## src/verilog/snake_pkg.sv

```systemverilog
package snake_pkg;

    localparam int SEG_COUNT = 7;

    // Active low, bit index is the segment index
    typedef logic [SEG_COUNT-1:0] seg_t;
    typedef logic [2:0] pos_t;

    localparam pos_t SEG_A = 3'd0;
    localparam pos_t SEG_B = 3'd1;
    localparam pos_t SEG_C = 3'd2;
    localparam pos_t SEG_D = 3'd3;
    localparam pos_t SEG_E = 3'd4;
    localparam pos_t SEG_F = 3'd5;
    localparam pos_t SEG_G = 3'd6;

    localparam seg_t SEG_ALL_DARK = 7'b111_1111;
    localparam seg_t SEG_ONLY_G = 7'b011_1111;

    typedef enum logic [1:0] {RIGHT, LEFT, UP, DOWN} heading_t;

    typedef enum logic [1:0] {ST_INIT, ST_MOVE, ST_FALL} game_state_t;

    typedef struct packed {
        logic right;
        logic left;
        logic up;
        logic down;
    } btn_t;

    typedef struct packed {
        logic init;
        logic move;
        logic fall;
    } status_t;

    localparam int DEBOUNCE_LEN = 4;
    localparam int SLOW_TICK_CYCLES = 32;
    localparam int BLINK_TICK_CYCLES = 16;
    localparam int INIT_TICKS = 3;
    localparam int FALL_END_TICKS = 1;

    // Prescaler and state tick counter widths
    typedef logic [$clog2(SLOW_TICK_CYCLES)-1:0] slow_cnt_t;
    typedef logic [$clog2(BLINK_TICK_CYCLES)-1:0] blink_cnt_t;
    typedef logic [1:0] tick_cnt_t;

endpackage

```

## src/verilog/button_conditioner.sv

```systemverilog
`timescale 1ns/1ns

module button_conditioner (
    input  logic            clk,
    input  logic            rst,
    input  snake_pkg::btn_t btn,
    output snake_pkg::btn_t pulse
);

    snake_pkg::btn_t btn_sync;
    snake_pkg::btn_t [snake_pkg::DEBOUNCE_LEN-1:0] hist;
    snake_pkg::btn_t level;
    snake_pkg::btn_t level_d;

    // Stable only when every sample in the window is high
    always_comb begin
        level = '1;
        for (int i = 0; i < snake_pkg::DEBOUNCE_LEN; i++) begin
            level = level & hist[i];
        end
    end

    always_ff @(posedge clk or posedge rst) begin
        if (rst) begin
            btn_sync <= '0;
            hist <= '0;
            level_d <= '0;
            pulse <= '0;
        end else begin
            // Buttons are asynchronous, take one register stage first
            btn_sync <= btn;
            hist <= {hist[snake_pkg::DEBOUNCE_LEN-2:0], btn_sync};
            level_d <= level;
            pulse <= level & ~level_d;
        end
    end

    a_pulse_single : assert property (
        @(posedge clk) disable iff (rst)
        (pulse & $past(pulse)) == '0
    );

endmodule

```

## src/verilog/tick_gen.sv

```systemverilog
`timescale 1ns/1ns

module tick_gen (
    input  logic clk,
    input  logic rst,
    output logic slow_tick,
    output logic blink_tick
);

    snake_pkg::slow_cnt_t slow_cnt;
    snake_pkg::blink_cnt_t blink_cnt;

    // Strobe in the cycle the counter sits at zero
    assign slow_tick = (slow_cnt == '0);
    assign blink_tick = (blink_cnt == '0);

    always_ff @(posedge clk or posedge rst) begin
        if (rst) begin
            slow_cnt <= snake_pkg::slow_cnt_t'(snake_pkg::SLOW_TICK_CYCLES - 1);
            blink_cnt <= snake_pkg::blink_cnt_t'(snake_pkg::BLINK_TICK_CYCLES - 1);
        end else begin
            if (slow_tick) begin
                slow_cnt <= snake_pkg::slow_cnt_t'(snake_pkg::SLOW_TICK_CYCLES - 1);
            end else begin
                slow_cnt <= slow_cnt - 1'b1;
            end

            if (blink_tick) begin
                blink_cnt <= snake_pkg::blink_cnt_t'(snake_pkg::BLINK_TICK_CYCLES - 1);
            end else begin
                blink_cnt <= blink_cnt - 1'b1;
            end
        end
    end

endmodule

```

## src/verilog/game_ctrl.sv

```systemverilog
`timescale 1ns/1ns

module game_ctrl (
    input  logic               clk,
    input  logic               rst,
    input  snake_pkg::btn_t    pulse,
    input  logic               slow_tick,
    input  logic               blink_tick,
    input  logic               all_eaten,
    output snake_pkg::status_t status
);

    snake_pkg::game_state_t state;
    snake_pkg::game_state_t state_next;
    snake_pkg::tick_cnt_t tick_cnt;
    snake_pkg::tick_cnt_t tick_cnt_next;

    function automatic snake_pkg::status_t decode(snake_pkg::game_state_t st);
        snake_pkg::status_t s;
        s = '0;
        case (st)
            snake_pkg::ST_MOVE: s.move = 1'b1;
            snake_pkg::ST_FALL: s.fall = 1'b1;
            default: s.init = 1'b1;
        endcase
        return s;
    endfunction

    always_comb begin
        state_next = state;
        tick_cnt_next = tick_cnt;
        case (state)
            snake_pkg::ST_INIT: begin
                if (slow_tick) begin
                    if (tick_cnt == snake_pkg::tick_cnt_t'(snake_pkg::INIT_TICKS - 1)) begin
                        state_next = snake_pkg::ST_MOVE;
                        tick_cnt_next = '0;
                    end else begin
                        tick_cnt_next = tick_cnt + 1'b1;
                    end
                end
            end
            snake_pkg::ST_MOVE: begin
                if (pulse.down) begin
                    state_next = snake_pkg::ST_FALL;
                    tick_cnt_next = '0;
                end
            end
            snake_pkg::ST_FALL: begin
                // Blink ticks only count once the whole digit is eaten
                if (all_eaten && blink_tick) begin
                    if (tick_cnt == snake_pkg::tick_cnt_t'(snake_pkg::FALL_END_TICKS - 1)) begin
                        state_next = snake_pkg::ST_INIT;
                        tick_cnt_next = '0;
                    end else begin
                        tick_cnt_next = tick_cnt + 1'b1;
                    end
                end
            end
            default: begin
                state_next = snake_pkg::ST_INIT;
                tick_cnt_next = '0;
            end
        endcase
    end

    // Status taken from the next state so it lands one cycle after the event
    always_ff @(posedge clk or posedge rst) begin
        if (rst) begin
            state <= snake_pkg::ST_INIT;
            tick_cnt <= '0;
            status <= decode(snake_pkg::ST_INIT);
        end else begin
            state <= state_next;
            tick_cnt <= tick_cnt_next;
            status <= decode(state_next);
        end
    end

    a_status_onehot : assert property (
        @(posedge clk) disable iff (rst)
        $onehot(status)
    );

endmodule

```

## src/verilog/segment_walker.sv

```systemverilog
`timescale 1ns/1ns

module segment_walker (
    input  logic               clk,
    input  logic               rst,
    input  snake_pkg::btn_t    pulse,
    input  snake_pkg::status_t status,
    output snake_pkg::pos_t    pos,
    output snake_pkg::seg_t    eaten,
    output logic               all_eaten
);

    snake_pkg::heading_t heading;
    snake_pkg::heading_t heading_next;
    snake_pkg::pos_t pos_next;

    assign all_eaten = (eaten == '0);

    // Move rule, earlier button in each branch wins
    always_comb begin
        pos_next = pos;
        heading_next = heading;
        case (pos)
            snake_pkg::SEG_A: begin
                if (heading == snake_pkg::RIGHT && pulse.right) begin
                    pos_next = snake_pkg::SEG_B;
                    heading_next = snake_pkg::DOWN;
                end else if (heading == snake_pkg::LEFT && pulse.left) begin
                    pos_next = snake_pkg::SEG_F;
                    heading_next = snake_pkg::DOWN;
                end
            end
            snake_pkg::SEG_B: begin
                if (heading == snake_pkg::UP && pulse.left) begin
                    pos_next = snake_pkg::SEG_A;
                    heading_next = snake_pkg::LEFT;
                end else if (heading == snake_pkg::DOWN && pulse.right) begin
                    pos_next = snake_pkg::SEG_G;
                    heading_next = snake_pkg::LEFT;
                end else if (heading == snake_pkg::DOWN && pulse.up) begin
                    pos_next = snake_pkg::SEG_C;
                    heading_next = snake_pkg::DOWN;
                end
            end
            snake_pkg::SEG_C: begin
                if (heading == snake_pkg::UP && pulse.left) begin
                    pos_next = snake_pkg::SEG_G;
                    heading_next = snake_pkg::LEFT;
                end else if (heading == snake_pkg::UP && pulse.up) begin
                    pos_next = snake_pkg::SEG_B;
                    heading_next = snake_pkg::UP;
                end else if (heading == snake_pkg::DOWN && pulse.right) begin
                    pos_next = snake_pkg::SEG_D;
                    heading_next = snake_pkg::DOWN;
                end
            end
            snake_pkg::SEG_D: begin
                if (heading == snake_pkg::RIGHT && pulse.left) begin
                    pos_next = snake_pkg::SEG_C;
                    heading_next = snake_pkg::UP;
                end else if (heading == snake_pkg::LEFT && pulse.right) begin
                    pos_next = snake_pkg::SEG_E;
                    heading_next = snake_pkg::UP;
                end
            end
            snake_pkg::SEG_E: begin
                if (heading == snake_pkg::UP && pulse.right) begin
                    pos_next = snake_pkg::SEG_G;
                    heading_next = snake_pkg::RIGHT;
                end else if (heading == snake_pkg::UP && pulse.up) begin
                    pos_next = snake_pkg::SEG_F;
                    heading_next = snake_pkg::UP;
                end else if (heading == snake_pkg::DOWN && pulse.left) begin
                    pos_next = snake_pkg::SEG_D;
                    heading_next = snake_pkg::RIGHT;
                end
            end
            snake_pkg::SEG_F: begin
                if (heading == snake_pkg::UP && pulse.right) begin
                    pos_next = snake_pkg::SEG_A;
                    heading_next = snake_pkg::RIGHT;
                end else if (heading == snake_pkg::DOWN && pulse.left) begin
                    pos_next = snake_pkg::SEG_G;
                    heading_next = snake_pkg::RIGHT;
                end
            end
            snake_pkg::SEG_G: begin
                if (heading == snake_pkg::RIGHT && pulse.left) begin
                    pos_next = snake_pkg::SEG_B;
                    heading_next = snake_pkg::UP;
                end else if (heading == snake_pkg::RIGHT && pulse.right) begin
                    pos_next = snake_pkg::SEG_C;
                    heading_next = snake_pkg::DOWN;
                end else if (heading == snake_pkg::LEFT && pulse.left) begin
                    pos_next = snake_pkg::SEG_E;
                    heading_next = snake_pkg::DOWN;
                end else if (heading == snake_pkg::LEFT && pulse.right) begin
                    pos_next = snake_pkg::SEG_F;
                    heading_next = snake_pkg::UP;
                end
            end
            default: begin
                pos_next = snake_pkg::SEG_G;
            end
        endcase
    end

    always_ff @(posedge clk or posedge rst) begin
        if (rst) begin
            pos <= snake_pkg::SEG_G;
            heading <= snake_pkg::LEFT;
            eaten <= snake_pkg::SEG_ALL_DARK;
        end else if (status.init) begin
            pos <= snake_pkg::SEG_G;
            heading <= snake_pkg::LEFT;
            eaten <= snake_pkg::SEG_ALL_DARK;
        end else begin
            pos <= pos_next;
            heading <= heading_next;
            // Every segment visited while falling stays lit
            if (status.fall) begin
                eaten[pos] <= 1'b0;
            end
        end
    end

    a_pos_range : assert property (
        @(posedge clk) disable iff (rst)
        pos <= snake_pkg::SEG_G
    );

endmodule

```

## src/verilog/display_driver.sv

```systemverilog
`timescale 1ns/1ns

module display_driver (
    input  logic               clk,
    input  logic               rst,
    input  snake_pkg::status_t status,
    input  snake_pkg::pos_t    pos,
    input  snake_pkg::seg_t    eaten,
    input  logic               blink_tick,
    output snake_pkg::seg_t    seg
);

    logic phase;
    snake_pkg::seg_t seg_next;

    always_comb begin
        seg_next = snake_pkg::SEG_ALL_DARK;
        if (status.fall) begin
            seg_next = eaten;
            // Head is lit in phase 1, dark in phase 0
            seg_next[pos] = ~phase;
        end else if (status.move) begin
            seg_next[pos] = 1'b0;
        end else begin
            seg_next = snake_pkg::SEG_ONLY_G;
        end
    end

    always_ff @(posedge clk or posedge rst) begin
        if (rst) begin
            phase <= 1'b0;
            seg <= snake_pkg::SEG_ONLY_G;
        end else begin
            if (!status.fall) begin
                phase <= 1'b0;
            end else if (blink_tick) begin
                phase <= ~phase;
            end
            seg <= seg_next;
        end
    end

endmodule

```

## src/verilog/snake_top.sv

```systemverilog
`timescale 1ns/1ns

module snake_top (
    input  logic               clk,
    input  logic               rst,
    input  snake_pkg::btn_t    btn,
    output snake_pkg::seg_t    seg,
    output snake_pkg::status_t status
);

    snake_pkg::btn_t pulse;
    logic slow_tick;
    logic blink_tick;
    snake_pkg::pos_t pos;
    snake_pkg::seg_t eaten;
    logic all_eaten;

    button_conditioner i_buttons (
        .clk   (clk),
        .rst   (rst),
        .btn   (btn),
        .pulse (pulse)
    );

    tick_gen i_ticks (
        .clk        (clk),
        .rst        (rst),
        .slow_tick  (slow_tick),
        .blink_tick (blink_tick)
    );

    game_ctrl i_ctrl (
        .clk        (clk),
        .rst        (rst),
        .pulse      (pulse),
        .slow_tick  (slow_tick),
        .blink_tick (blink_tick),
        .all_eaten  (all_eaten),
        .status     (status)
    );

    segment_walker i_walker (
        .clk       (clk),
        .rst       (rst),
        .pulse     (pulse),
        .status    (status),
        .pos       (pos),
        .eaten     (eaten),
        .all_eaten (all_eaten)
    );

    display_driver i_display (
        .clk        (clk),
        .rst        (rst),
        .status     (status),
        .pos        (pos),
        .eaten      (eaten),
        .blink_tick (blink_tick),
        .seg        (seg)
    );

endmodule

```

## config.mk

```make
export PLATFORM = sky130hd
export DESIGN_NAME = snake_top
export DESIGN_NICKNAME = d
export VERILOG_FILES = /design/src/verilog/snake_pkg.sv /design/src/verilog/button_conditioner.sv /design/src/verilog/tick_gen.sv /design/src/verilog/game_ctrl.sv /design/src/verilog/segment_walker.sv /design/src/verilog/display_driver.sv /design/src/verilog/snake_top.sv
export SDC_FILE = /design/constraint.sdc
export NUM_CORES = 1
export LEC_CHECK = 0
export BUFFER_PORTS_ARGS = -buffer_cell sky130_fd_sc_hd__buf_2
export CELL_PAD_IN_SITES_DETAIL_PLACEMENT = 1
export CELL_PAD_IN_SITES_GLOBAL_PLACEMENT = 1
export CORE_ASPECT_RATIO = 1.25
export CORE_MARGIN = 2
export CORE_UTILIZATION = 54
export CTS_BUF_LIST = sky130_fd_sc_hd__clkbuf_8
export DETAILED_ROUTE_END_ITERATION = 8
export MAX_ROUTING_LAYER = met4
export PLACE_DENSITY = 0.95
export SLEW_MARGIN = 20
export SYNTH_ARGS = -nofsm -noshare
export SYNTH_HDL_FRONTEND = slang
export SYNTH_HIERARCHICAL = 1
export SYNTH_SLANG_ARGS = --single-unit
```

## constraint.sdc

```tcl
create_clock -name clk -period 3.15 [get_ports clk]
set_input_delay 0.315 -clock clk [delete_from_list [all_inputs] [get_ports clk]]
set_output_delay 0.315 -clock clk [all_outputs]
set_load 0.005 [all_outputs]
```

==> results.yml, run 1 <==
power_and_ir_drop:
  p_per_area_mw_per_mm2: 471.2
  total_power_mw: 1.631
  p_sw_frac: 0.2344
  pwr-share-clk: 0.456
  internal_power_mw: 1.249
  switchingPower_mw: 0.3823
  leakagePower_nw: 1.459
  combPwrFrac: 0.023
  ir_drop_v: 0.0003612
  seqPwrFrac: 0.521
setup_path:
  slowest_delay_ns: 0.61
  crit_required_ns: 3.42
  reg2reg_slack_ns: 0.72
  cpLargestDelayFamily: "simple AND/OR/NAND/NOR gates"
  worstReg2RegStart: "i_walker/eaten[1]$_DFFE_PP1P_"
  rr_endpoint: "i_ctrl/status[2]$_DFF_PP1_"
  crit_path_end_kind: "register"
  rr_worst_depth: 7
  endpoint: "i_ctrl/status[2]$_DFF_PP1_"
  cp.depth: 7
  cp-start-kind: "register"
  crit_start: "i_walker/eaten[1]$_DFFE_PP1P_"
  worstPathMaxFanout: 3
  critPathKind: "reg -> reg"
  crit_chain: "or4_1, nor4_1, nand3_1, nand2_1, o21a_1, inv_1, ha_1"
  arrival_ns: 2.70
  crit_slowest_cell: "nor4_1"
  crit_buf_inv: 1
placement:
  dp_hpwl_mm: 5.242
  port_buffers: 15
  place_inst: 363
  gp_congestion: 0.9619
  place_area_sq_mm: 0.003239
hold_path:
  hp-class: "in -> reg"
timing:
  setup_violations: 0
  fin_crit_ns: 2.430
  rsz0062_at_grt: "false"
  finalHoldViolations: 0
  fin_crit_sh: 0.7714
  timing.fmax_mhz: 411.5
  skew_ns: 0.01325
  maxSlewHeadroom: 0.3367
  drv_slew: 0
  worst_slew_pin_slew_ns: 0.9939
  tns_ns: 0
grt:
  grtUsageTotal: 0.2764
  grt_antenna_before_repair: 0
  grt_max_degree: 29
  grt_remaining_overflow: 0
  grt_pass1_wl_mm: 12.79
  grt_pass1_vias: 2562
routing:
  dr_total_vias: 2375
  wl_mm: 7.747
  drt_iter0_drc: 259
  drcViolationCount: 0
  wl_per_cell_microns: 20.39
  vias_per_cell: 6.250
  final_antenna_net_count: 0
  first_pass_iters: 4
floorplanning:
  start_util: 0.5504
  die_height_microns: 89.23
  die_w_microns: 72.18
  row_count: 31
  die-area_sq_mm: 0.006441
  core_area_sq_mm: 0.005702
  io_pins: 16
synthesis:
  synthCells: 295
  synth_edf_count: 0
  async_reset_ff_frac: 1.000
  synth_flop_cell: "dfrtp_1"
  syn-num-nets: 310
  ys_warn_count: 6
  syn_area_per_cell_sq_um: 10.64
  yosysTopAreaCell: "dfrtp_1"
  yosys_register_bits: 64
  synth_area_leaders: "dfrtp_1 30%, dfstp_2 22%, ha_1 3.6%"
  synth_cell_types: 60
  syn_area_sq_mm: 0.003138
  yosysSeqAreaShare: 0.5207
  synth_top_area_frac: 0.3030
cells_and_area:
  area_growth_pct: 10.29
  layout.cells.non_filler: 380
  antenna_cells: 0
  nets: 324
  drive_gt1_frac: 0.2452
  design_area_sq_mm: 0.003461
clocking:
  cts_tree: "yes"
  cts_sinks: 64
  clkTransAtPathRegs_ns: 0.07
  cts_buffers: 9
  htree_num_levels: 3
  cts_resized: 0
  clockBufferDepth: 2
  cts_root_buf: "clkbuf_8"
  worstSkewPairLatency_ns: 0.34
outcome:
  outcome: "complete, no violations"
run:
  cap_violations: 0
sequential cells by signal, indices dropped and copies added (netlist names):
signal              count
i_display/seg           7
i_display/phase         1
i_walker/eaten          7
i_buttons/hist         16
i_buttons/pulse         4
i_ticks/blink_cnt       4
i_ctrl/tick_cnt         2
i_walker/heading        2
i_buttons/level_d       4
i_ctrl/status           3
i_ctrl/state            2
i_ticks/slow_cnt        5
i_buttons/btn_sync      4
i_walker/pos            3
power by group through the flow:
stage	Combinational, mW	Clock (mW)	Sequential (mW)
after floorplan	0.0274	0	0.859
after global placement	0.0344	0	0.863
after detailed placement	0.0368	0	0.864
after CTS	0.0381	0.768	0.850
after global routing	0.0420	0.795	0.852
final	0.0369	0.744	0.850
worst min-delay path by stage:
stage	startpoint	endpoint	slack, ns	depth (start not counted)
global placement	rst	i_ctrl/status[0]$_DFF_PP0_	0.32	2
CTS	btn[3]	i_buttons/btn_sync[3]$_DFF_PP0_	0.05	1
global route	btn[1]	i_buttons/btn_sync[1]$_DFF_PP0_	0.06	1
finish	btn[3]	i_buttons/btn_sync[3]$_DFF_PP0_	0.07	1
floorplan	rst	i_ctrl/state[0]$_DFF_PP0_	0.12	1
detailed placement	i_buttons/btn_sync[2]$_DFF_PP0_	i_buttons/hist[2]$_DFF_PP0_	0.34	0
per-layer routing:
| layer | up-vias | share of wire | global-route usage |
|---|---|---|---|
| met5 | - | 0 | - |
| met4 | 0 | 0.027 | 0.1201 |
| met3 | 22 | 0.039 | 0.06201 |
| met2 | 66 | 0.54 | 0.4712 |
| met1 | 1211 | 0.39 | 0.3118 |
| li1 | 1076 | - | - |
stage by stage:
stage	utilization	hold WS, ns	setup WS [ns]
3_3_place_gp	0.5681	0.3173	0.9497
3_5_place_dp	0.5681	0.3364	0.7655
6_report	0.6070	0.07442	0.7201
2_1_floorplan	-	0.1177	1.185
5_1_grt	0.6070	0.05549	0.6084
4_1_cts	0.6070	0.05021	0.7371
layout by cell type, fill, tap and decap left out, types with 5 or more instances in the layout:
master,n
a21o_1,9
a21oi_1,14
buf_2,15
clkbuf_8,10
dfrtp_1,38
dfstp_2,26
ha_1,9
inv_1,19
nand2_1,16
nand2b_1,9
nand3_1,10
nand3b_1,6
nor2_1,15
nor2b_1,6
nor3_1,9
nor3b_1,5
o21a_1,5
o21ai_0,11
logic make-up (layout without fill, tap and decap cells):
kind of cell	after synthesis	count (layout)	synth area share
and+or+nand+nor	97	97	0.1874
AOI/OAI and AO/OA	79	79	0.1790
buffers and inverters	38	57	0.05144
xor gates and xnor gates	4	4	0.01117
adders and majority gates	9	9	0.03589
DFF	64	64	0.5207
muxes	4	4	0.01435
Yosys cell counts (7+ instances only):
master	count
clkbuf_1	7
nand3_1	10
a21o_1	9
dfrtp_1	38
nand2_1	16
nor3_1	9
ha_1	9
a21oi_1	14
o21ai_0	11
inv_1	19
nand2b_1	9
dfstp_2	26
nor2_1	15
area by class of cell:
class	count	area (sq um)
Sequential cell	64	1634
Clock buffer	10	137.6
Fill cell	611	2241
Clock inverter	6	73.82
Multi-Input combinational cell	193	1343
Timing Repair Buffer	19	107.6
Inverter	22	82.58
Tap cell	66	82.58
repair_timing:
item,in CTS,in global routing
setup buffers,0,0
endpoints found under the setup margin,0,0
hold endpoints to repair,8,0
hold buffers,1,0
No activity file was read; power rests on OpenSTA's default activity.
==> run 2: changes to the inputs <==
ABC_AREA = 1   (was not set)
CORE_UTILIZATION = 48   (was 54)
PLACE_DENSITY = 0.89   (was 0.95)
clock period = 2.5 ns   (was 3.15 ns; I/O delays follow)
==> run 2 against run 1 <==
  * Via count up 11%
  * Die area up 13%
  * Critical path depth grew 2
  * Cell count grew 30%
  * Clock power increased by 44%
  * Worst setup slack got worse by 0.085 ns
==> results.yml, run 2 <==
cells_and_area:
  antenna_cells: 0
  final_cell_mix: "99 x nand2_1, 45 x inv_1, 38 x dfrtp_1"
  nets: 416
  layout.cells.non_filler: 493
  largestRegisters: "i_buttons/hist: 16 flops, i_display/seg: 7 flops, i_walker/eaten: 7 flops"
  final_util: 0.5584
  top_register: "i_buttons/hist"
  area_growth_pct: 13.67
  mostFrequentLayoutCell: "nand2_1"
  drive_gt1_frac: 0.2291
  largest_register_ffs: 16
routing:
  wl_met2_mm: 4.296
  wl_met1_mm: 3.129
  wl_mm: 7.900
  final_antenna_net_count: 0
  drcViolationCount: 0
  first_pass_iters: 4
  highest_layer: "met4"
  dr_total_vias: 2626
  drt_iter0_drc: 119
  vias_per_cell: 5.327
  wl_per_cell_microns: 16.02
  dr_wl_met3_microns: 215
power_and_ir_drop:
  switchingPower_mw: 0.4538
  combPwrFrac: 0.021
  pwr-share-clk: 0.491
  p_sw_frac: 0.2074
  p_per_area_mw_per_mm2: 604.6
  ir_drop_v: 0.0004822
  leakagePower_nw: 1.779
  internal_power_mw: 1.735
  seqPwrFrac: 0.488
  total_power_mw: 2.188
clocking:
  cts_buffers: 9
  cts_sinks: 64
  htree_num_levels: 3
  clkTransAtPathRegs_ns: 0.07
  cts_tree: "yes"
  cts_root_buf: "clkbuf_8"
  clockBufferDepth: 2
  post-cts-setup-buffers: 0
  worstSkewPairLatency_ns: 0.34
floorplanning:
  die_w_microns: 76.85
  core_area_sq_mm: 0.006482
  io_pins: 16
  die_height_microns: 95.07
  start_util: 0.4912
  die-area_sq_mm: 0.007306
  row_count: 33
setup_path:
  cp-start-kind: "register"
  crit_path_end_kind: "register"
  crit_buf_inv: 1
  cpMostUsedCell: "nand2_1"
  crit_required_ns: 2.73
  cpLargestDelayFamily: "simple AND/OR/NAND/NOR gates"
  slowest_delay_ns: 0.70
  critPathKind: "reg -> reg"
  crit_chain: "inv_1, nand3_1, nor2_2, nand2_2, nand2_1, nor2_2, nand2_2, nand2_1, nand2_1"
  worstPathMaxFanout: 16
  arrival_ns: 2.10
  crit_slowest_cell: "dfstp_2"
timing:
  fin_crit_ns: 1.865
  timing.fmax_mhz: 536.2
  rsz0062_at_grt: "false"
  worst_slew_pin_slew_ns: 0.5341
  drv_slew: 0
  finalHoldViolations: 0
  fin_crit_sh: 0.7460
  tns_ns: 0
  maxSlewHeadroom: 0.6439
  holdWs_ns: 0.3498
  setup_violations: 0
  skew_ns: 0.008678
synthesis:
  synthCells: 376
  muxShareOfSynthArea: 0
  synth_edf_count: 0
  synthAdderAreaFrac: 0.03536
  yosys_register_bits: 64
  synth_flop_cell: "dfrtp_1"
  ys_warn_count: 6
  syn_area_per_cell_sq_um: 8.469
  synth_top_cells_by_count: "99 x nand2_1, 45 x inv_1, 38 x dfrtp_1, 35 x nor2_1, 30 x nand3_1"
  synth_area_leaders: "dfrtp_1 30%, dfstp_2 21%, nand2_1 12%"
  yosys.area_share.simple: 0.3084
  synth_compound_area_frac: 0.06012
  async_reset_ff_frac: 1.000
  syn_area_sq_mm: 0.003184
  synth_top_family_by_area: "simple AND/OR/NAND/NOR gates"
  synth_top_area_frac: 0.2986
  syn-num-nets: 391
  yosysSeqAreaShare: 0.5132
  post-synth-top-count-cell: "nand2_1"
  yosysTopAreaCell: "dfrtp_1"
  synth_xor_area_frac: 0.005501
  synth_cell_types: 29
grt:
  grt_pass1_vias: 2879
  grt_remaining_overflow: 0
  grt_pass1_wl_mm: 13.17
  grt_max_degree: 29
  grtUsageTotal: 0.2437
  grt_antenna_before_repair: 0
hold_path:
  hp-class: "reg -> reg"
placement:
  dp_hpwl_mm: 5.574
  place_inst: 472
  port_buffers: 15
  gp_congestion: 0.9709
outcome:
  outcome: "complete, no violations"
run:
  cap_violations: 0
[run 2: cell types whose count changed after synthesis, sizes merged, moves of 7 or more]
cell and change:
a21oi -7, o21ai +16, nand2b -9, nand2 +94, nand3 +27, clkbuf -7, nor2 +29, nor2b -10
inv +28, a21o -9
[run 2: logic make-up (layout without fill, tap and decap cells)]
group	Yosys count	after routing
buffers and inverters	59	89
and+or+nand+nor	204	204
DFF	64	64
adders and majority gates	9	9
AOI/OAI and AO/OA	38	38
xor gates and xnor gates	2	2
[run 2: cell type report]
type,instances,area [sq um]
clock inverter,7,118.9
inverter,52,197.7
clock buffer,9,123.9
fill,783,2863
sequential,64,1634
timing repair buffer,21,132.6
multi-input combinational,253,1304
tap,87,108.9
[run 2: layer usage]
layer,vias to the layer above,global-route usage
li1,1229,-
met1,1332,0.2439
met2,40,0.4525
met3,25,0.03977
met4,0,0.1364
met5,-,-
[run 2: final timing paths]
check	slack [ns]	to	cells after the start	from
max	0.64	i_walker/pos[0]$_DFFE_PP0P_	9	i_walker/pos[2]$_DFFE_PP1P_
max in group asynchronous	1.57	i_walker/pos[2]$_DFFE_PP1P_	3	rst
min	0.35	i_buttons/hist[3]$_DFF_PP0_	0	i_buttons/btn_sync[3]$_DFF_PP0_
max reg2reg	0.64	i_walker/pos[0]$_DFFE_PP0P_	9	i_walker/pos[2]$_DFFE_PP1P_
min reg2reg	0.35	i_buttons/hist[3]$_DFF_PP0_	0	i_buttons/btn_sync[3]$_DFF_PP0_
min in group asynchronous	0.45	i_ctrl/status[0]$_DFF_PP0_	3	rst
[run 2: timing repair]
action	CTS	global route
hold endpoints to repair	14	0
gates resized for setup	0	0
endpoints found under the setup margin	0	0
hold buffers	5	0
[run 2: through the flow]
stage	setup slack, ns	instance area [sq um]
after floorplan	0.9589	3184
after global placement	0.8192	3327
after detailed placement	0.7381	3327
after CTS	0.6587	3620
after global routing	0.4870	3620
final	0.6350	3620
[run 2: power by group through the flow]
stage / clock network [mW] / logic, mW / registers, mW
after floorplan: 0 / 0.0296 / 1.08
after global placement: 0 / 0.0388 / 1.08
after detailed placement: 0 / 0.0410 / 1.09
after CTS: 1.11 / 0.0469 / 1.07
after global routing: 1.15 / 0.0534 / 1.07
final: 1.07 / 0.0457 / 1.07
==> run 3: changes to the inputs <==
CORE_UTILIZATION = 44   (was 48)
PLACE_DENSITY = 0.87   (was 0.89)
clock period = 1.6 ns   (was 2.5 ns; I/O delays follow)
==> run 3 against run 2 <==
  * The flow now finishes with violations (setup timing)
  * Clock skew up 0.0058 ns
  * Count of clock-buffer cells in the layout unchanged
  * Sequential power up 56%
  * First-iteration DRC count rose by 87%
  * Clock power rose by 44%
  * Critical path type unchanged
  * Global-route usage up 1.8 points
==> results.yml, run 3 (synthesis gave the netlist of run 2 again) <==
setup_path:
  cp-start-kind: "register"
  crit_required_ns: 1.81
  arrival_ns: 1.95
  worstPathMaxFanout: 4
  worstReg2RegStart: "i_walker/heading[0]$_DFFE_PP1P_"
  crit_path_end_kind: "register"
  rr_endpoint: "i_walker/pos[0]$_DFFE_PP0P_"
  reg2reg_slack_ns: -0.14
  rr_worst_depth: 9
  critPathKind: "reg -> reg"
cells_and_area:
  nets: 463
  antenna_cells: 0
  mostFrequentLayoutCell: "nand2_1"
  largestRegisters: "i_buttons/hist: 16 flops, i_display/seg: 7 flops, i_walker/eaten: 7 flops"
  drive_gt1_frac: 0.4216
  top_register: "i_buttons/hist"
  fillers: 827
  final_cell_mix: "88 x nand2_1, 46 x buf_4, 39 x inv_1"
  largest_register_ffs: 16
  area_growth_pct: 32.34
clocking:
  htree_num_levels: 3
  clockBufferDepth: 2
  cts_root_buf: "clkbuf_8"
  clkTransAtPathRegs_ns: 0.07
  cts_tree: "yes"
  worstSkewPairLatency_ns: 0.34
  cts_buffers: 9
  cts_sinks: 64
timing:
  maxSlewHeadroom: 0.6063
  rsz0062_at_grt: "true"
  finalHoldViolations: 0
  drv_slew: 0
  fin_crit_sh: 1.085
  tns_ns: -0.4138
  skew_ns: 0.01452
  setup_violations: 5
  worst_slew_pin_slew_ns: 0.5899
  finalWorstSetupSlack_ns: -0.1358
  timing.fmax_mhz: 576.1
  fin_crit_ns: 1.736
grt:
  grt_pass1_wl_mm: 15.31
  met3_usage: 0.03721
  grt_remaining_overflow: 0
  grt_use_met2: 0.4654
  grtUsageTotal: 0.2621
  grt_max_degree: 29
  grt_pass1_vias: 3128
  grt-busiest-layer: "met2"
  grt_antenna_before_repair: 0
  grt_use_met1: 0.2869
outcome:
  outcome: "complete, but fails checks"
  violations: "setup timing"
routing:
  final_antenna_net_count: 0
  drt_iter0_drc: 222
  vias_per_cell: 5.556
  first_pass_iters: 4
  dr_total_vias: 3017
  drcViolationCount: 0
  wl_per_cell_microns: 20.31
  wl_mm: 11.03
hold_path:
  holdCritStartpoint: "i_buttons/btn_sync[0]$_DFF_PP0_"
  hold_path_depth: 0
  holdPathEnd: "i_buttons/hist[0]$_DFF_PP0_"
  hp-class: "reg -> reg"
placement:
  pre_cts_ws_ns: -0.06019
  dp_hpwl_mm: 6.007
  port_buffers: 15
  gp_congestion: 0.8707
floorplanning:
  die_w_microns: 80.09
  die-area_sq_mm: 0.007938
  row_count: 34
  io_pins: 16
  start_util: 0.4564
  die_height_microns: 99.11
  core_area_sq_mm: 0.006977
run:
  cap_violations: 0
power_and_ir_drop:
  ir_drop_v: 0.0008458
  leakagePower_nw: 2.073
  p_per_area_mw_per_mm2: 781.6
## run 3: changes by cell type in the layout (fill, tap and decap cells not counted), moves of 5 or more
cell | before | now
buf_4 | 1 | 46
inv_1 | 45 | 39
inv_2 | 4 | 10
nand2_1 | 99 | 88
nand2_2 | 9 | 15
nand2_4 | 2 | 7
nand3_1 | 30 | 23
nand3_2 | 5 | 11
nor2_1 | 35 | 23
nor2_2 | 6 | 11
nor2_4 | 3 | 10
## run 3: where the power goes
part	switching (mW)	internal (mW)	total, mW
Clock	0.663	0.879	1.54
Combinational	0.0562	0.0226	0.0788
Sequential	0.0206	1.65	1.67
Total	0.740	2.55	3.29
## run 3: worst max-delay path, stage by stage, from the launching register on
cell      delay [ns]
dfstp_2         0.60
clkinv_4        0.11
nor2_4          0.19
nand2_1         0.07
nand2_1         0.16
a21oi_1         0.09
nor2_1          0.14
nor2_1          0.09
nand2_1         0.08
nand2_1         0.07
## run 3: metrics by stage
stage          total power [mW]  cells  area, sq um  hold slack, ns    util
6_report                  3.294    543         4214          0.3495  0.6040
3_5_place_dp              1.762    502         3533          0.1633  0.5065
2_1_floorplan             1.735    376         3184        -0.03733       -
4_1_cts                   3.310    532         3935          0.3483  0.5640
3_3_place_gp              1.755    502         3533          0.1539  0.5065
5_1_grt                   3.416    543         4214          0.3597  0.6040
## run 3: how the worst max path moves through the flow
stage,startpoint,endpoint,slack (ns),cells past startpoint
6_report,i_walker/heading[0]$_DFFE_PP1P_,i_walker/pos[0]$_DFFE_PP0P_,-0.14,9
5_1_grt,i_walker/pos[1]$_DFFE_PP1P_,i_walker/pos[1]$_DFFE_PP1P_,-0.18,10
4_1_cts,i_walker/heading[0]$_DFFE_PP1P_,i_walker/pos[2]$_DFFE_PP1P_,-0.001,9
3_5_place_dp,i_ticks/blink_cnt[0]$_DFF_PP1_,i_ctrl/status[2]$_DFF_PP1_,-0.06,10
3_3_place_gp,i_walker/heading[1]$_DFFE_PP0P_,i_walker/pos[0]$_DFFE_PP0P_,0.04,10
2_1_floorplan,i_ticks/blink_cnt[0]$_DFF_PP1_,i_ctrl/status[2]$_DFF_PP1_,0.06,10
## run 3: cell type report
cell class,instances,area [sq um],share of cell area
Clock buffer,9,123.9,0.02939
Clock inverter,7,97.59,0.02316
Inverter,52,203.9,0.04840
Multi-Input combinational cell,253,1536,0.3646
Sequential cell,64,1638,0.3887
Tap cell,90,112.6,0.02672
Timing Repair Buffer,68,501.7,0.1191
## run 3: per-layer routing
layer / vias to the layer above / share of wire
met5: - / 0
met4: 0 / 0.039
met3: 48 / 0.033
met2: 125 / 0.53
met1: 1511 / 0.40
li1: 1333 / -
## run 3: repair_timing
action                                 CTS  global route
endpoints found under the hold margin   42             0
setup endpoints to repair                6            10
buffers inserted                         9            11
hold buffers                             5             0
pin swaps                                9            17
gates resized for setup                 25            47
